===== config.mk =====
export PLATFORM = sky130hd
export DESIGN_NAME = fq_handler
export DESIGN_NICKNAME = d
export VERILOG_FILES = /design/src/fq_pkg.sv /design/src/fq_ctrl.sv /design/src/fq_event_capture.sv /design/src/fq_handler.sv /design/src/fq_mem_writer.sv /design/src/fq_record_builder.sv
export SDC_FILE = /design/constraint.sdc
export NUM_CORES = 1
export LEC_CHECK = 0
export BUFFER_PORTS_ARGS = -buffer_cell sky130_fd_sc_hd__buf_4
export CORE_ASPECT_RATIO = 0.8
export CORE_UTILIZATION = 50
export DETAILED_ROUTE_END_ITERATION = 6
export PLACE_DENSITY = 0.7
export SYNTH_ARGS = -nofsm -noshare
export SYNTH_HDL_FRONTEND = slang
export SYNTH_SLANG_ARGS = --single-unit

===== constraint.sdc =====
create_clock -name clk_i -period 12.22 [get_ports clk_i]
set_input_delay 0 -clock clk_i [delete_from_list [all_inputs] [get_ports clk_i]]
set_output_delay 0 -clock clk_i [all_outputs]
set_load 0.01 [all_outputs]

===== src/fq_pkg.sv =====
package fq_pkg;

    // Field widths
    localparam int unsigned TTYP_LEN  = 6;   // Transaction type
    localparam int unsigned CAUSE_LEN = 12;  // Fault cause code
    localparam int unsigned XLEN      = 64;  // IOVA, bus address and bus data
    localparam int unsigned GPLEN     = 41;  // Guest physical address
    localparam int unsigned PLEN      = 56;  // Physical address
    localparam int unsigned PPNW      = 44;  // Base page number
    localparam int unsigned DID_LEN   = 24;  // Device ID
    localparam int unsigned PID_LEN   = 20;  // Process ID

    // Data beats per fault record, 8 bytes each
    localparam int unsigned BEATS = 4;

    // Transaction type codes
    localparam logic [TTYP_LEN-1:0] TTYP_NONE     = 6'd0;  // No transaction, e.g. MSI write fault
    localparam logic [TTYP_LEN-1:0] TTYP_PCIE_MSG = 6'd9;  // PCIe message request

    // Event as queued in the capture FIFO
    typedef struct packed {
        logic [TTYP_LEN-1:0]  ttyp;
        logic [CAUSE_LEN-1:0] cause;
        logic [XLEN-1:0]      iova;
        logic [GPLEN-1:0]     gpaddr;
        logic [DID_LEN-1:0]   did;
        logic                 pv;            // pid is valid
        logic [PID_LEN-1:0]   pid;
        logic                 is_supervisor;
        logic                 is_guest_pf;
        logic                 is_implicit;   // GPF from implicit first-stage access
    } fq_event_t;

    // 256-bit fault record, word 0 in the low bits
    typedef struct packed {
        logic [XLEN-1:0]      iotval2;   // Word 3
        logic [XLEN-1:0]      iotval;    // Word 2
        logic [XLEN-1:0]      rsvd;      // Word 1, always zero
        logic [DID_LEN-1:0]   did;       // Word 0 bits 63:40
        logic [TTYP_LEN-1:0]  ttyp;      // Bits 39:34
        logic                 priv;      // Bit 33
        logic                 pv;        // Bit 32
        logic [PID_LEN-1:0]   pid;       // Bits 31:12
        logic [CAUSE_LEN-1:0] cause;     // Bits 11:0
    } fq_record_t;

endpackage


===== src/fq_ctrl.sv =====
`timescale 1ns/100ps

module fq_ctrl (
    input  logic                     clk_i,
    input  logic                     rst_ni,
    input  logic [fq_pkg::PPNW-1:0]  fq_base_ppn_i,
    input  logic [4:0]               fq_size_i,    // log2(entries) - 1
    input  logic                     fq_en_i,
    input  logic                     fq_ie_i,
    input  logic [31:0]              fq_head_i,
    input  logic [31:0]              fq_tail_i,
    input  logic                     fq_mf_i,
    input  logic                     fq_of_i,
    input  logic                     evt_avail_i,
    input  logic                     done_i,
    input  logic                     resp_err_i,
    output logic [31:0]              fq_tail_o,
    output logic                     fq_on_o,
    output logic                     busy_o,
    output logic                     error_wen_o,  // Regmap captures tail, mf and of
    output logic                     fq_mf_o,
    output logic                     fq_of_o,
    output logic                     fq_ip_o,
    output logic                     take_o,
    output logic                     start_o,
    output logic [fq_pkg::PLEN-1:0]  wr_addr_o
);

    typedef enum logic [1:0] {
        ST_IDLE,
        ST_WRITE,
        ST_ERROR
    } state_e;

    state_e                   state_q, state_n;
    logic                     en_q, en_n;
    logic [31:0]              size_mask;    // Valid index bits
    logic [31:0]              masked_tail;
    logic                     is_full;
    logic [fq_pkg::PLEN-1:0]  addr_q;

    // Shift amount widened so size 31 masks nothing
    assign size_mask   = ~({32{1'b1}} << ({1'b0, fq_size_i} + 6'd1));
    assign masked_tail = fq_tail_i & size_mask;
    assign is_full     = (masked_tail == ((fq_head_i - 32'd1) & size_mask));

    assign busy_o    = (fq_en_i != en_q);  // Enable change still pending
    assign fq_on_o   = en_q | fq_en_i;
    assign wr_addr_o = addr_q;

    always_comb begin
        state_n     = state_q;
        en_n        = en_q;
        fq_tail_o   = fq_tail_i;  // Echo regmap unless written
        fq_mf_o     = fq_mf_i;
        fq_of_o     = fq_of_i;
        error_wen_o = 1'b0;
        fq_ip_o     = 1'b0;
        take_o      = 1'b0;
        start_o     = 1'b0;

        case (state_q)
            ST_IDLE: begin
                if (fq_en_i && !en_q) begin
                    // Fresh enable clears tail and errors
                    fq_tail_o   = '0;
                    fq_mf_o     = 1'b0;
                    fq_of_o     = 1'b0;
                    error_wen_o = 1'b1;
                    en_n        = 1'b1;
                end else if (fq_en_i && evt_avail_i) begin
                    take_o = 1'b1;
                    if (is_full) begin
                        fq_of_o     = 1'b1;  // Record lost
                        error_wen_o = 1'b1;
                        fq_ip_o     = fq_ie_i;
                        state_n     = ST_ERROR;
                    end else begin
                        start_o = 1'b1;
                        state_n = ST_WRITE;
                    end
                end else if (!fq_en_i && en_q) begin
                    en_n = 1'b0;  // Disable only takes effect when idle
                end
            end
            ST_WRITE: begin
                if (done_i) begin
                    error_wen_o = 1'b1;
                    fq_ip_o     = fq_ie_i;
                    if (resp_err_i) begin
                        fq_mf_o = 1'b1;  // Tail kept
                        state_n = ST_ERROR;
                    end else begin
                        fq_tail_o = (fq_tail_i + 32'd1) & size_mask;
                        state_n   = ST_IDLE;
                    end
                end
            end
            ST_ERROR: begin
                // Wait for software to clear both bits
                if (!fq_mf_i && !fq_of_i) begin
                    state_n = ST_IDLE;
                end
            end
            default: state_n = ST_IDLE;
        endcase
    end

    always_ff @(posedge clk_i or negedge rst_ni) begin
        if (!rst_ni) begin
            state_q <= ST_IDLE;
            en_q    <= 1'b0;
        end else begin
            state_q <= state_n;
            en_q    <= en_n;
        end
    end

    // Record address latched on take
    always_ff @(posedge clk_i) begin
        if (take_o) begin
            addr_q <= {fq_base_ppn_i, 12'b0}
                    | ({{(fq_pkg::PLEN - 32){1'b0}}, masked_tail} << 5);
        end
    end

endmodule


===== src/fq_event_capture.sv =====
`timescale 1ns/100ps

module fq_event_capture #(
    parameter int unsigned FIFO_DEPTH = 4
) (
    input  logic              clk_i,
    input  logic              rst_ni,
    input  logic              event_valid_i,  // Level strobe with one event per rising edge
    input  fq_pkg::fq_event_t evt_i,
    input  logic              take_i,         // Pops the head
    output fq_pkg::fq_event_t evt_o,          // FIFO head
    output logic              evt_avail_o,
    output logic              full_o
);

    localparam int unsigned PTR_W = (FIFO_DEPTH > 1) ? $clog2(FIFO_DEPTH) : 1;
    localparam int unsigned CNT_W = $clog2(FIFO_DEPTH + 1);

    // Event storage
    fq_pkg::fq_event_t mem_q [FIFO_DEPTH];

    logic [PTR_W-1:0] rd_ptr_q, wr_ptr_q;
    logic [CNT_W-1:0] cnt_q;
    logic             strobe_q;  // Strobe level of last cycle
    logic             push, pop;

    assign evt_avail_o = (cnt_q != '0);
    assign full_o      = (cnt_q == CNT_W'(FIFO_DEPTH));

    // Push on a rising edge unless full
    assign push = event_valid_i & ~strobe_q & ~full_o;
    assign pop  = take_i & evt_avail_o;

    assign evt_o = mem_q[rd_ptr_q];  // Registered head seen the cycle after push

    // Pointer advance with wrap for any depth
    function automatic logic [PTR_W-1:0] next_ptr(input logic [PTR_W-1:0] ptr);
        if (ptr == PTR_W'(FIFO_DEPTH - 1)) begin
            return '0;
        end
        return ptr + 1'b1;
    endfunction

    always_ff @(posedge clk_i or negedge rst_ni) begin
        if (!rst_ni) begin
            strobe_q <= 1'b0;
            rd_ptr_q <= '0;
            wr_ptr_q <= '0;
            cnt_q    <= '0;
        end else begin
            strobe_q <= event_valid_i;
            if (push) begin
                wr_ptr_q <= next_ptr(wr_ptr_q);
            end
            if (pop) begin
                rd_ptr_q <= next_ptr(rd_ptr_q);
            end
            // Count follows net change
            if (push && !pop) begin
                cnt_q <= cnt_q + 1'b1;
            end else if (pop && !push) begin
                cnt_q <= cnt_q - 1'b1;
            end
        end
    end

    always_ff @(posedge clk_i) begin
        if (push) begin
            mem_q[wr_ptr_q] <= evt_i;
        end
    end

endmodule


===== src/fq_handler.sv =====
`timescale 1ns/100ps

module fq_handler #(
    parameter int unsigned FIFO_DEPTH = 4
) (
    input  logic                          clk_i,
    input  logic                          rst_ni,
    // Register map
    input  logic [fq_pkg::PPNW-1:0]       fq_base_ppn_i,
    input  logic [4:0]                    fq_size_i,
    input  logic                          fq_en_i,
    input  logic                          fq_ie_i,
    input  logic [31:0]                   fq_head_i,
    input  logic [31:0]                   fq_tail_i,
    input  logic                          fq_mf_i,
    input  logic                          fq_of_i,
    output logic [31:0]                   fq_tail_o,
    output logic                          fq_on_o,
    output logic                          busy_o,
    output logic                          error_wen_o,
    output logic                          fq_mf_o,
    output logic                          fq_of_o,
    output logic                          fq_ip_o,
    // Fault event
    input  logic                          event_valid_i,
    input  logic [fq_pkg::TTYP_LEN-1:0]   trans_type_i,
    input  logic [fq_pkg::CAUSE_LEN-1:0]  cause_code_i,
    input  logic [fq_pkg::XLEN-1:0]       iova_i,
    input  logic [fq_pkg::GPLEN-1:0]      gpaddr_i,
    input  logic [fq_pkg::DID_LEN-1:0]    did_i,
    input  logic                          pv_i,
    input  logic [fq_pkg::PID_LEN-1:0]    pid_i,
    input  logic                          is_supervisor_i,
    input  logic                          is_guest_pf_i,
    input  logic                          is_implicit_i,
    output logic                          full_o,
    // Write bus with AW, W and B only
    output logic                          aw_valid_o,
    output logic [fq_pkg::XLEN-1:0]       aw_addr_o,
    input  logic                          aw_ready_i,
    output logic                          w_valid_o,
    output logic [63:0]                   w_data_o,
    output logic                          w_last_o,
    input  logic                          w_ready_i,
    input  logic                          b_valid_i,
    input  logic [1:0]                    b_resp_i,
    output logic                          b_ready_o
);

    fq_pkg::fq_event_t  evt_in, evt_head;
    logic                     evt_avail, take, start, done, resp_err;
    logic [1:0]               beat;
    logic [63:0]              beat_data;
    logic [fq_pkg::PLEN-1:0]  wr_addr;

    // Pack the loose event fields
    assign evt_in = '{
        ttyp:          trans_type_i,
        cause:         cause_code_i,
        iova:          iova_i,
        gpaddr:        gpaddr_i,
        did:           did_i,
        pv:            pv_i,
        pid:           pid_i,
        is_supervisor: is_supervisor_i,
        is_guest_pf:   is_guest_pf_i,
        is_implicit:   is_implicit_i
    };

    fq_event_capture #(
        .FIFO_DEPTH (FIFO_DEPTH)
    ) i_capture (
        .clk_i         (clk_i),
        .rst_ni        (rst_ni),
        .event_valid_i (event_valid_i),
        .evt_i         (evt_in),
        .take_i        (take),
        .evt_o         (evt_head),
        .evt_avail_o   (evt_avail),
        .full_o        (full_o)
    );

    fq_record_builder i_builder (
        .clk_i       (clk_i),
        .rst_ni      (rst_ni),
        .load_i      (take),     // Same pulse that pops the FIFO
        .evt_i       (evt_head),
        .beat_i      (beat),
        .record_o    (),
        .beat_data_o (beat_data)
    );

    fq_ctrl i_ctrl (
        .clk_i         (clk_i),
        .rst_ni        (rst_ni),
        .fq_base_ppn_i (fq_base_ppn_i),
        .fq_size_i     (fq_size_i),
        .fq_en_i       (fq_en_i),
        .fq_ie_i       (fq_ie_i),
        .fq_head_i     (fq_head_i),
        .fq_tail_i     (fq_tail_i),
        .fq_mf_i       (fq_mf_i),
        .fq_of_i       (fq_of_i),
        .evt_avail_i   (evt_avail),
        .done_i        (done),
        .resp_err_i    (resp_err),
        .fq_tail_o     (fq_tail_o),
        .fq_on_o       (fq_on_o),
        .busy_o        (busy_o),
        .error_wen_o   (error_wen_o),
        .fq_mf_o       (fq_mf_o),
        .fq_of_o       (fq_of_o),
        .fq_ip_o       (fq_ip_o),
        .take_o        (take),
        .start_o       (start),
        .wr_addr_o     (wr_addr)
    );

    fq_mem_writer i_writer (
        .clk_i       (clk_i),
        .rst_ni      (rst_ni),
        .start_i     (start),
        .addr_i      (wr_addr),
        .beat_data_i (beat_data),
        .beat_o      (beat),
        .aw_valid_o  (aw_valid_o),
        .aw_addr_o   (aw_addr_o),
        .aw_ready_i  (aw_ready_i),
        .w_valid_o   (w_valid_o),
        .w_data_o    (w_data_o),
        .w_last_o    (w_last_o),
        .w_ready_i   (w_ready_i),
        .b_valid_i   (b_valid_i),
        .b_resp_i    (b_resp_i),
        .b_ready_o   (b_ready_o),
        .done_o      (done),
        .resp_err_o  (resp_err)
    );

endmodule


===== src/fq_mem_writer.sv =====
`timescale 1ns/100ps

module fq_mem_writer (
    input  logic                      clk_i,
    input  logic                      rst_ni,
    input  logic                      start_i,      // One-cycle kick from the controller
    input  logic [fq_pkg::PLEN-1:0]   addr_i,       // Held by the controller during the burst
    input  logic [63:0]               beat_data_i,  // Word for beat_o
    output logic [1:0]                beat_o,
    output logic                      aw_valid_o,
    output logic [fq_pkg::XLEN-1:0]   aw_addr_o,
    input  logic                      aw_ready_i,
    output logic                      w_valid_o,
    output logic [63:0]               w_data_o,
    output logic                      w_last_o,
    input  logic                      w_ready_i,
    input  logic                      b_valid_i,
    input  logic [1:0]                b_resp_i,
    output logic                      b_ready_o,
    output logic                      done_o,       // Response taken
    output logic                      resp_err_o    // Valid with done_o
);

    typedef enum logic [1:0] {
        WR_IDLE,
        WR_ADDR,
        WR_DATA,
        WR_RESP
    } wr_state_e;

    wr_state_e  state_q, state_n;
    logic [1:0] cnt_q, cnt_n;
    logic       last_beat;

    assign last_beat = (cnt_q == 2'(fq_pkg::BEATS - 1));

    // Bus outputs decoded from state
    assign aw_valid_o = (state_q == WR_ADDR);
    assign aw_addr_o  = {{(fq_pkg::XLEN - fq_pkg::PLEN){1'b0}}, addr_i};
    assign w_valid_o  = (state_q == WR_DATA);
    assign w_data_o   = beat_data_i;
    assign w_last_o   = w_valid_o & last_beat;
    assign beat_o     = cnt_q;

    // Response taken in the cycle it arrives
    assign b_ready_o  = (state_q == WR_RESP) & b_valid_i;
    assign done_o     = b_ready_o;
    assign resp_err_o = (b_resp_i != 2'b00);  // Anything but OKAY

    always_comb begin
        state_n = state_q;
        cnt_n   = cnt_q;
        case (state_q)
            WR_IDLE: begin
                if (start_i) begin
                    state_n = WR_ADDR;
                end
            end
            WR_ADDR: begin
                cnt_n = '0;
                if (aw_ready_i) begin
                    state_n = WR_DATA;
                end
            end
            WR_DATA: begin
                if (w_ready_i) begin  // Count only accepted beats
                    cnt_n = cnt_q + 1'b1;
                    if (last_beat) begin
                        state_n = WR_RESP;
                    end
                end
            end
            WR_RESP: begin
                if (b_valid_i) begin
                    state_n = WR_IDLE;
                end
            end
            default: state_n = WR_IDLE;
        endcase
    end

    always_ff @(posedge clk_i or negedge rst_ni) begin
        if (!rst_ni) begin
            state_q <= WR_IDLE;
            cnt_q   <= '0;
        end else begin
            state_q <= state_n;
            cnt_q   <= cnt_n;
        end
    end

endmodule


===== src/fq_record_builder.sv =====
`timescale 1ns/100ps

module fq_record_builder (
    input  logic               clk_i,
    input  logic               rst_ni,
    input  logic               load_i,       // Take pulse from the controller
    input  fq_pkg::fq_event_t  evt_i,
    input  logic [1:0]         beat_i,       // Beat being sent on W
    output fq_pkg::fq_record_t record_o,
    output logic [63:0]        beat_data_o
);

    fq_pkg::fq_record_t rec_q, rec_n;

    // Formatting of the next record
    always_comb begin
        rec_n       = '0;
        rec_n.cause = evt_i.cause;
        rec_n.ttyp  = evt_i.ttyp;

        if (evt_i.ttyp != fq_pkg::TTYP_NONE) begin
            rec_n.did  = evt_i.did;
            rec_n.pv   = evt_i.pv;
            rec_n.pid  = evt_i.pv ? evt_i.pid : '0;  // Only with a valid pid
            rec_n.priv = evt_i.pv & evt_i.is_supervisor;
            // Message requests report no address
            if (evt_i.ttyp != fq_pkg::TTYP_PCIE_MSG) begin
                rec_n.iotval = evt_i.iova;
            end
        end else begin
            rec_n.iotval = evt_i.iova;  // Ids and priv stay zero
        end

        // Guest page fault reports GPA bits 63:2
        if (evt_i.is_guest_pf) begin
            rec_n.iotval2    = {{(fq_pkg::XLEN - fq_pkg::GPLEN){1'b0}}, evt_i.gpaddr};
            rec_n.iotval2[0] = evt_i.is_implicit;
            rec_n.iotval2[1] = 1'b0;  // No A/D update
        end
    end

    always_ff @(posedge clk_i or negedge rst_ni) begin
        if (!rst_ni) begin
            rec_q <= '0;
        end else if (load_i) begin
            rec_q <= rec_n;
        end
    end

    assign record_o = rec_q;

    // Word select for the current beat
    assign beat_data_o = rec_q[{beat_i, 6'd0} +: 64];

endmodule


---- After elaboration in Yosys (flattened, before gate mapping) ----
Memory sizes are Yosys's and may differ from the RTL's.
Index checks and enable logic that the tools add are counted.
cells by class
  $add $sub $neg .......................... 8
  eq/ne operators ......................... 22
  shift operators ......................... 2
  mux-type cells .......................... 65
  bitwise operators ....................... 14
  reduce and logical (&&, ||, !) cells .... 24
operators with widths
  kind                     count
  $shiftx A256 B9 Y64      1
  $mux W64                 2
  $and A32 B32 Y32         3
  $mux W32                 3
  $pmux W32 S2             1
  $or A56 B37 Y56          1
  $mux W41                 1
  $add A32 B1 Y32 const B  1
  $eq A32 B32 Y1           1
  $mux W2                  16
  $not A32 Y32             1
  $shl A32 B6 Y32 const A  1
  $sub A32 B1 Y32 const B  1
  $mux W1                  31
  $mux W24                 1
  $mux W22                 1
  $mux W20                 1
  $eq A2 B2 Y1 const B     6
  $ne A2 B2 Y1 const B     6
  $ne A2 B1 Y1 const B     4
  $pmux W2 S4              1
  $reduce_bool A2 Y1       4
  $add A2 B1 Y2 const B    3
  $add A5 B1 Y6 const B    1
  22 further kinds         43
storage, ports and cells
  register bits ........................... 263
  memory bits (writable) .................. 684
  input port bits ......................... 296
  output and inout bits ................... 171
  logic and storage cells ................. 153
  memories kept ........................... 1
memories
  name             depth  bits a word  read ports  clocked after Yosys merged registers in  wr ports  RTL line                source
  i_capture.mem_q  4      171          1           0                                        1         fq_event_capture.sv:20  fq_pkg::fq_event_t mem_q [FIFO_DEPTH];

---- Logic depth before layout (Yosys ltp) ----
Gate-level depths: netlist (run 1).
  depth in word-level cells ............... 11
  gate-level depth with buffers ........... 13
  depth with buffers taken out ............ 11

---- Hierarchy ----
Synthesis (run 1) repeated with hierarchy kept, for this count alone.
second synthesis, totals
  cell total of the unflattened synthesis .. 2,635
  area, all modules ....................... 40,338.7 µm²
modules (own cells, without submodules)
  module             instances  cells an instance  area each (µm²)  sequential area each (µm²)
  fq_event_capture   1          930                25,132.9         20,739.9
  fq_record_builder  1          969                8,964.8          4,204.0
  fq_ctrl            1          576                4,928.5          1,606.5
  fq_mem_writer      1          160                1,312.5          100.1

---- Worst setup path after synthesis (run 1) ----
No wires, ideal clock.
  path type ............................... reg2reg
  from .................................... register i_capture.cnt_q[2]
  to ...................................... memory i_capture.mem_q[0][0] (netlist bit) (enable)
  library setup time ...................... 549 ps
  arrival time ............................ 5,007 ps
  required time ........................... 11,671 ps
  path slack .............................. 6,664 ps
  stages on the path, launching flop included .. 4
  path buffers ............................ 0
  clock period less this slack ............ 5,556 ps
  path through ............................ dfrtp_1 nor3b_1 nor3b_1 and2_1
between the ends
  cells in the longest elaborated chain, start to end .. 5
RTL lines
  item                           RTL line                source
  start, declared                fq_event_capture.sv:23  logic [CNT_W-1:0] cnt_q;
  start signal, assigned         fq_event_capture.sv:60  cnt_q <= cnt_q + 1'b1;
  start signal, assigned         fq_event_capture.sv:62  cnt_q <= cnt_q - 1'b1;
  $eq A3 B3 Y1                   fq_event_capture.sv:28  assign full_o = (cnt_q == CNT_W'(FIFO_DEPTH));
  via full_o                     fq_handler.sv:36        output logic full_o,
  $not A1 Y1                     fq_event_capture.sv:31  assign push = event_valid_i & ~strobe_q & ~full_o;
  $and A1 B1 Y1                  fq_event_capture.sv:31
  via i_capture.push             fq_event_capture.sv:25  logic push, pop;
  $mux W1                        fq_event_capture.sv:68  if (push) begin
  $mux W1 (implied by the code)  fq_event_capture.sv:69  mem_q[wr_ptr_q] <= evt_i;
  end, declared                  fq_event_capture.sv:20
The timed path passes the listed nets, and every way through them passes these cells.

---- Worst setup path in the final report (run 1) ----
  from .................................... register i_capture.rd_ptr_q[0]
  to ...................................... register i_builder.rec_q (netlist bit i_builder.record_o[132])
between the ends
  cells in the longest elaborated chain, start to end .. 4
  elaborated cells on any way between the ends .. 5
  those cells by class .................... eq/ne (1); mux (2); reduce/logical (1); memory (1)
RTL lines
  item                    RTL line                 source
  start, declared         fq_event_capture.sv:22   logic [PTR_W-1:0] rd_ptr_q, wr_ptr_q;
  start signal, assigned  fq_event_capture.sv:56   rd_ptr_q <= next_ptr(rd_ptr_q);
  $mem_v2 Z4 W171 (*)     n/a
  $ne A6 B4 Y1            fq_record_builder.sv:27  if (evt_i.ttyp != fq_pkg::TTYP_PCIE_MSG) begin
  $mux W64                fq_record_builder.sv:27
  $mux W64 (*)            fq_record_builder.sv:21  if (evt_i.ttyp != fq_pkg::TTYP_NONE) begin
  end signal, assigned    fq_record_builder.sv:46  rec_q <= rec_n;
  end, declared           fq_record_builder.sv:13  fq_pkg::fq_record_t rec_q, rec_n;
Mark *: on every way between the ends. The rest lies on a longest branch, timed or not.
A chain may end at the register's enable or synchronous reset.

==> qor.txt, run 1 <==
STATUS
----------------------------------------------------------------------------------
Status                                                                complete, no violations

FLOORPLANNING
----------------------------------------------------------------------------------
Number of top-level pins                                                       467
Overall die height                                                          248 um
Initial cell density of the core                                             50.9%
Rows                                                                            89
Area inside the core boundary                                          0.0743 mm^2
Die area                                                               0.0768 mm^2
Die Width                                                                   310 um

SYNTHESIS
----------------------------------------------------------------------------------
Fraction of the mapped netlist area in simple logic gates                    7.19%
Predominant post-synthesis flop cell                                      edfxtp_1
Area fraction of the dominant cell type after synthesis                      57.7%
Most area-consuming cells after synthesis                             edfxtp_1 (58%), dfrtp_1 (12%), mux4_2 (10%)
Number of instances in the synthesized netlist                                2487
Cell area after technology mapping                                     0.0378 mm^2
Sequential fraction of the synthesis area                                    69.8%
Synthesis warning total                                                          0
Number of different library cells in the post-synthesis netlist                 72
Ranking of synthesized cells by instance count                        edfxtp_1 (727), nand2_1 (310), o21ai_0 (268)
Xor and xnor fraction of the mapped netlist area                             1.37%
Post-synthesis register bit count                                              910
Library cell with the highest instance count after synthesis              edfxtp_1
Number of flops mapped to enable cells by yosys                                727
Syn_area_per_cell                                                        15.2 um^2
Fraction of synthesized area in multiplexers                                 12.0%
Async set-or-reset flop fraction in the synthesized netlist                  20.1%
Leading area contributor after synthesis                                  edfxtp_1
Main combinational cell family by area after synthesis                multiplexers
Adder-cell share of the synthesized area                                    0.714%
Compound-gate portion of the synthesized area                                6.00%

ROUTE
----------------------------------------------------------------------------------
Routed Wire Length                                                          101 mm
Met3 WL                                                                    7.14 mm
Total via count after detailed routing                                       24000
Via-per-instance ratio                                                        5.62
Pre-Repair DR Iteration Count                                                    5
DRC violations left                                                              0
Remaining number of nets flagged by the antenna check after routing              0
Top routing layer in use                                                      met5
Routed wirelength normalized by instance count                             23.7 um
Routed wire length on met2                                                 49.7 mm
Starting DRC count in detailed routing                                        1828
Metal1 wirelength                                                          40.5 mm

GLOBAL ROUTING
----------------------------------------------------------------------------------
Global-route wire length before repair                                      150 mm
Pin count of the biggest net entering global routing                           116
Total global routing track utilization                                       26.4%
Antenna violations before repair                                                19
Overflow after GRT                                                               0
Number of global-route vias before repair                                    24600

WORST SETUP PATH
----------------------------------------------------------------------------------
Nature of the critical path endpoint                                          flop
Type of the setup path with the least slack                           flop to flop
CP max-delay cell                                                          dfrtp_4
Top fanout value on the critical path                                           45
Data required time of the worst path                                      12.70 ns
Setup crit start kind                                                         flop
CP delay by family, top                                               simple AND/OR/NAND/NOR gates
Largest stage delay on the critical path                                   1.04 ns
CP Cell Sequence                                                      mux4_2, nor4_1, nand3_1, nand2_2, buf_4, o21ai_0
Buffer and inverter count on the worst path                                      1
Data arrival time at the worst-slack endpoint                              4.34 ns

PWR
----------------------------------------------------------------------------------
Worst-case vdd ir drop                                                      161 uV
Cell leakage power                                                         17.9 nW
Power per cell area                                                    206 mW/mm^2
Post-layout total power                                                    9.90 mW

CTS
----------------------------------------------------------------------------------
Htree depth                                                                      3
Clock sinks                                                                    910
Clk root buf                                                             clkbuf_16
# hold bufs at CTS                                                             258
Longest Clk Path Bufs                                                            3
Skew-Pair Late Insertion Delay                                             0.66 ns
Clock tree from TritonCTS                                                    built
Clock transition at the registers of the reported paths                    0.07 ns
Number of buffers created by CTS                                                88
Post-CTS sizing                                                                  0
Setup fix buffers added after clock tree synthesis                               0

TIMING
----------------------------------------------------------------------------------
Unrepaired setup endpoints after global routing                                 no
Total Negative Setup Slacks                                                   0 ns
Period Utilization, post-route                                               31.5%
Worst-Margin Slew                                                          1.20 ns
# setup viols final                                                              0
Worst clock skew on the final layout                                     0.0267 ns
Pins over their slew limit                                                       0
Minimum period implied by the final worst setup slack                      3.85 ns
Max transition margin                                                        19.9%
Setup ws final                                                             8.37 ns
Highest attainable clock frequency                                         259 MHz
Final count of hold timing violations                                            0

PLACEMENT
----------------------------------------------------------------------------------
Worst slack at placement                                                   8.23 ns
Placer's final routability congestion estimate                               0.865
HPWL reported at the end of detailed placement                             62.8 mm
Port buffer count                                                              451

FLOW RUN
----------------------------------------------------------------------------------
Maximum Capacitance Violations                                                   0

WORST HOLD PATH
----------------------------------------------------------------------------------
Hold/Removal Path Class                                               primary input to flop

LAYOUT
----------------------------------------------------------------------------------
Layout Area Growth over Synthesis                                            26.8%
Fillers                                                                       5213
Share of cells above drive strength 1                                        25.4%
Final-stage net count                                                         3497
Multi-input gate area in the final layout                              0.0104 mm^2
Footprint of the flip-flops and latches                                0.0264 mm^2

-- kinds of logic (layout without fill, tap and decap cells) --
| group | Yosys count | in the layout |
|---|---|---|
| DFF | 910 | 910 |
| other | 1 | 25 |
| and+or+nand+nor | 582 | 582 |
| AOI/OAI and AO/OA | 391 | 391 |
| adders and majority gates | 21 | 21 |
| buffers and inverters | 281 | 1037 |
| muxes | 242 | 242 |
| xor gates and xnor gates | 59 | 59 |
-- report_power, final --
group | leakage [nW] | internal [mW] | switching (mW)
combinational | 7.51 | 1.23 | 1.49
clock | 1.52 | 1.72 | 1.20
sequential | 8.91 | 3.92 | 0.344
total | 17.9 | 6.87 | 3.03
-- tightest hold or removal path: cells and delay by family --
kind	cells	cell delay, ns
adder cells (fa/ha/maj)	1	0.21
buffers and inverters	1	0.13
AND/OR/NAND/NOR	2	0.23
-- flip-flops by register name, indices dropped and copies added (netlist names) --
register            cells
i_builder.record_o    168
i_writer.beat_o         2
i_ctrl.wr_addr_o       51
i_ctrl.en_q             1
i_capture.cnt_q         3
i_capture.rd_ptr_q      2
i_capture.mem_q       676
i_capture.wr_ptr_q      2
i_writer.state_q        2
i_capture.strobe_q      1
i_ctrl.state_q          2
-- final cells by class --
| type | count | area share, % |
|---|---|---|
| Tap cell | 1001 | 2.61 |
| Sequential cell | 910 | 55.1 |
| Inverter | 135 | 1.06 |
| Antenna cell | 12 | 0.0626 |
| Timing Repair Buffer | 737 | 13.0 |
| Clock inverter | 52 | 1.62 |
| Clock buffer | 113 | 4.95 |
| Multi-Input combinational cell | 1308 | 21.7 |
-- layer usage --
layer  track usage, %  vias to the layer above
li1                 -                    10700
met4             10.4                       16
met1             34.6                    12100
met5                0                        -
met2             43.7                      959
met3             5.24                      187
-- final timing paths --
path	from	end	slack (ns)	depth (start not counted)
max	i_capture.rd_ptr_q[0]$_DFFE_PN0P_	i_builder.record_o[132]$_DFFE_PN0P_	8.37	6
max reg2reg	i_capture.rd_ptr_q[0]$_DFFE_PN0P_	i_builder.record_o[132]$_DFFE_PN0P_	8.37	6
min in group asynchronous	rst_ni	i_builder.record_o[199]$_DFFE_PN0P_	0.38	3
max in group asynchronous	rst_ni	i_capture.rd_ptr_q[0]$_DFFE_PN0P_	10.64	4
min reg2reg	i_builder.record_o[53]$_DFFE_PN0P_	i_builder.record_o[53]$_DFFE_PN0P_	0.48	2
min	fq_size_i[1]	i_ctrl.wr_addr_o[7]$_DFFE_PP_	0.05	4
-- layout by cell type (no fill, tap or decap), drive strengths merged, types with 14 or more instances in the layout --
| master | n |
|---|---|
| and2 | 15 |
| nor3 | 17 |
| xor2 | 15 |
| xnor2 | 44 |
| mux2i | 69 |
| nor2 | 71 |
| nand3 | 21 |
| clkinv | 29 |
| edfxtp | 727 |
| dlygate4sd3 | 257 |
| a21o | 26 |
| ha | 20 |
| nand4 | 14 |
| dfrtp | 183 |
| inv | 137 |
| nand2b | 51 |
| bufinv | 15 |
| o21ai | 268 |
| mux4 | 168 |
| nor4 | 20 |
| a21oi | 22 |
| clkbuf | 114 |
| buf | 479 |
| nand2 | 310 |
-- per-stage QoR --
| step | cell area, um^2 | hold slack (ns) | cells | util [%] |
|---|---|---|---|---|
| floorplan | 37900 | -0.296 | 2499 | - |
| global placement | 42200 | 0.0542 | 3833 | 56.8 |
| detailed placement | 42200 | 0.0606 | 3833 | 56.8 |
| CTS | 48000 | 0.00421 | 4256 | 64.6 |
| global route | 48000 | 0.0386 | 4265 | 64.6 |
| finish | 48000 | 0.0487 | 4268 | 64.6 |
(Power assumes the default switching activity.)
==> run 2, diff against run 1 <==
--- a/config.mk
+++ b/config.mk
@@ -9,7 +9,7 @@
 export CORE_ASPECT_RATIO = 0.8
 export CORE_UTILIZATION = 50
 export DETAILED_ROUTE_END_ITERATION = 6
-export PLACE_DENSITY = 0.7
+export PLACE_DENSITY = 0.73
 export SYNTH_ARGS = -nofsm -noshare
 export SYNTH_HDL_FRONTEND = slang
 export SYNTH_SLANG_ARGS = --single-unit
==> constraint.sdc (replaced) <==
create_clock -name clk_i -period 3.29 [get_ports clk_i]
set_input_delay 0 -clock clk_i [delete_from_list [all_inputs] [get_ports clk_i]]
set_output_delay 0 -clock clk_i [all_outputs]
set_load 0.01 [all_outputs]
==> run 2 against run 1 <==
Compared with the run above:
- critical path depth increased by 7
- first-iteration DRC count increased by 8.0%
- cell area increased by 0.93%
- power increased to 3.7 times the previous value
- utilization increased by 0.60 points
- combinational power increased to 3.9 times the previous value
- register-to-register slack got worse by 7.9 ns
- clock power increased to 3.5 times the previous value
- die area unchanged
- critical endpoint is now fq_ip_o
==> qor.txt, run 2 (synthesis results as in run 1) <==
WORST SETUP PATH
-------------------------------------------------------------------------------------
Nature of the critical path endpoint                                     primary output
CP max-delay cell                                                              or4b_2
Type of the setup path with the least slack                              primary input to primary output
Data required time of the worst path                                          3.29 ns   -9.41 ns
Beginning of the worst register-to-register path                         i_capture.rd_ptr_q[0]$_DFFE_PN0P_
Top cell by count, worst path                                                   buf_4
R2R Setup Slk                                                                 0.50 ns   -7.87 ns
Worst R2R End                                                            i_builder.record_o[170]$_DFFE_PN0P_
Data arrival time at the worst-slack endpoint                                 3.18 ns   -1.16 ns
Largest stage delay on the critical path                                      0.62 ns   -0.42 ns
Top fanout value on the critical path                                               5   -89%
CP Cell Sequence                                                         buf_4, inv_1, ha_1, or4b_2, or4_4, or4_1, nand3_1, o2111a_1, and4_2, buf_4, nand3_1, a21oi_1, buf_4
Setup crit start kind                                                    primary input
Worst Reg-to-Reg Cells                                                              6   unchanged

ROUTE
-------------------------------------------------------------------------------------
Routed wirelength normalized by instance count                                24.0 um   +1.1%
DRC violations left                                                                 0   unchanged
Total via count after detailed routing                                          24200   +0.73%
Starting DRC count in detailed routing                                           1974   +8.0%
Via-per-instance ratio                                                           5.60   -0.36%
Routed Wire Length                                                             103 mm   +2.2%
Pre-Repair DR Iteration Count                                                       5   unchanged
Remaining number of nets flagged by the antenna check after routing                 0   unchanged

FLOORPLANNING
-------------------------------------------------------------------------------------
Number of top-level pins                                                          467   unchanged
Initial cell density of the core                                                50.9%   unchanged
Rows                                                                               89   unchanged
Die area                                                                  0.0768 mm^2   unchanged
Area inside the core boundary                                             0.0743 mm^2   unchanged
Die Width                                                                      310 um   unchanged
Overall die height                                                             248 um   unchanged

LAYOUT
-------------------------------------------------------------------------------------
Top reg by flops                                                         i_capture.mem_q
Commonest cells after routing, fill and taps aside                       edfxtp_1 (727), buf_4 (510), nand2_1 (308)
Most frequent standard cell in the layout excluding fill and tap cells       edfxtp_1
Flip-flop count of the largest register after layout                              676   unchanged
Layout Area Growth over Synthesis                                               28.0%
Final-stage net count                                                            3549   +1.5%
Share of cells above drive strength 1                                           26.2%   +0.84 points
Layout Cell Area excl Fill                                                0.0484 mm^2   +0.93%
Fillers                                                                          5106   -2.1%
Footprint of the flip-flops and latches                                   0.0264 mm^2   about the same
Multi-input gate area in the final layout                                 0.0104 mm^2   +0.19%

CTS
-------------------------------------------------------------------------------------
Clk root buf                                                                clkbuf_16
Htree depth                                                                         3   unchanged
Number of buffers created by CTS                                                   90   +2.3%
Skew-Pair Late Insertion Delay                                                0.65 ns   about the same
Clock transition at the registers of the reported paths                       0.06 ns   about the same
Clock sinks                                                                       910   unchanged
Longest Clk Path Bufs                                                               3   unchanged
Setup fix buffers added after clock tree synthesis                                  0   unchanged
Clock tree from TritonCTS                                                       built

PWR
-------------------------------------------------------------------------------------
Power per cell area                                                       754 mW/mm^2   +270%
Net Sw Power                                                                  11.3 mW   +270%
Cell leakage power                                                            18.2 nW   +1.4%
Cell internal pwr                                                             25.2 mW   +270%
Comb power frac                                                                 29.1%   +1.6 points
Switching share of power                                                        30.9%   +0.27 points
Worst-case vdd ir drop                                                         810 uV   +400%
Clock power frac                                                                28.2%   -1.2 points
Power share of the sequential group                                             42.7%   -0.4 points

WORST HOLD PATH
-------------------------------------------------------------------------------------
Hold/Removal Path Class                                                  primary input to asynchronous set/reset pin

GLOBAL ROUTING
-------------------------------------------------------------------------------------
Antenna violations before repair                                                   17   -2
Total global routing track utilization                                          26.9%   +0.51 points
Overflow after GRT                                                                  0   unchanged
Global-route wire length before repair                                         152 mm   +1.3%
Pin count of the biggest net entering global routing                              202   +74%
Number of global-route vias before repair                                       24900   +1.5%

TIMING
-------------------------------------------------------------------------------------
Highest attainable clock frequency                                            314 MHz
Pins over their slew limit                                                          0   unchanged
Worst-Margin Slew                                                             1.14 ns   -0.0569 ns
Unrepaired setup endpoints after global routing                                    no
Minimum period implied by the final worst setup slack                         3.18 ns
Total Negative Setup Slacks                                                      0 ns   unchanged
Max transition margin                                                           23.7%   +3.8 points
Period Utilization, post-route                                                  96.7%
# setup viols final                                                                 0   unchanged
Final count of hold timing violations                                               0   unchanged
Setup ws final                                                               0.107 ns   -8.26 ns
Worst clock skew on the final layout                                        0.0432 ns   +0.0165 ns

PLACEMENT
-------------------------------------------------------------------------------------
Port buffer count                                                                 451   unchanged
Placer's final routability congestion estimate                                  0.891   +3.1%
Standard cell area after detailed placement                               0.0428 mm^2   +1.5%
Worst slack at placement                                                    0.0326 ns   -8.19 ns
HPWL reported at the end of detailed placement                                66.3 mm   +5.6%

STATUS
-------------------------------------------------------------------------------------
Status                                                                   complete, no violations

FLOW RUN
-------------------------------------------------------------------------------------
Maximum Capacitance Violations                                                      0   unchanged

run 2: changes by cell type in the layout (fill, tap and decap cells not counted), moves of 4 or more:
cell,previous run,this run
buf_4,476,510
buf_12,2,21
bufinv_16,15,6
clkbuf_1,17,26
clkinv_1,2,10
clkbuf_8,9,16
clkinv_2,17,12
clkinv_4,5,0
diode_2,12,7
clkinvlp_4,6,2
run 2: worst max path at each step:
stage | start | endpoint | slack (ns) | depth (start not counted)
floorplan | i_capture.cnt_q[2]$_DFFE_PN0P_ | i_capture.mem_q[3][0]$_DFFE_PP_ | -0.41 | 3
global placement | fq_head_i[5] | fq_ip_o | 0.03 | 12
detailed placement | fq_head_i[5] | i_writer.state_q[1]$_DFFE_PN0P_ | 0.03 | 10
CTS | fq_head_i[5] | fq_ip_o | 0.04 | 12
global route | fq_head_i[5] | fq_ip_o | 0.004 | 12
finish | fq_head_i[0] | fq_ip_o | 0.11 | 13
run 2: final cells by class:
cell class / count / share of cell area (%)
Sequential cell: 910 / 54.6
Multi-Input combinational cell: 1308 / 21.5
Timing Repair Buffer: 787 / 14.1
Clock buffer: 131 / 5.28
Tap cell: 1001 / 2.59
Inverter: 135 / 1.05
Clock inverter: 36 / 0.920
Antenna cell: 7 / 0.0362
run 2: per-layer routing:
| layer | global-route usage (%) | routed length, um | vias up |
|---|---|---|---|
| met2 | 45.1 | 51000 | 989 |
| li1 | - | - | 10800 |
| met5 | 0 | 119 | - |
| met4 | 9.60 | 3280 | 20 |
| met1 | 35.0 | 41200 | 12200 |
| met3 | 5.62 | 7750 | 191 |
run 2: repair_timing:
item | CTS | global route
hold buffers | 255 | 0
endpoints found under the hold margin | 835 | 0
resized for setup | 0 | 4
endpoints found under the setup margin | 0 | 6
run 2: critical path: cells and delay by family:
| kind | cells | cell delay, ns |
|---|---|---|
| AND/OR/NAND/NOR | 6 | 2.08 |
| buffers and inverters | 4 | 0.46 |
| AO/OA/AOI/OAI | 2 | 0.43 |
| adder cells (fa/ha/maj) | 1 | 0.20 |
run 2: power by group through the flow:
stage / Combinational, mW / Clock (mW) / Sequential, mW
floorplan: 6.46 / 0 / 15.4
global placement: 10.2 / 0 / 15.7
detailed placement: 10.4 / 0 / 15.8
CTS: 10.7 / 10.4 / 15.6
global route: 11.6 / 10.9 / 15.8
finish: 10.6 / 10.3 / 15.6
run 2: through the flow:
step                total power, mW  utilization, %  hold slack, ns  instances
CTS                            36.7            65.2          0.0288       4308
global route                   38.2            65.2          0.0379       4312
finish                         36.5            65.2          0.0471       4315
detailed placement             26.2            57.7           0.123       3886
floorplan                      21.9               -          -0.296       2499
global placement               25.8            57.7           0.120       3886
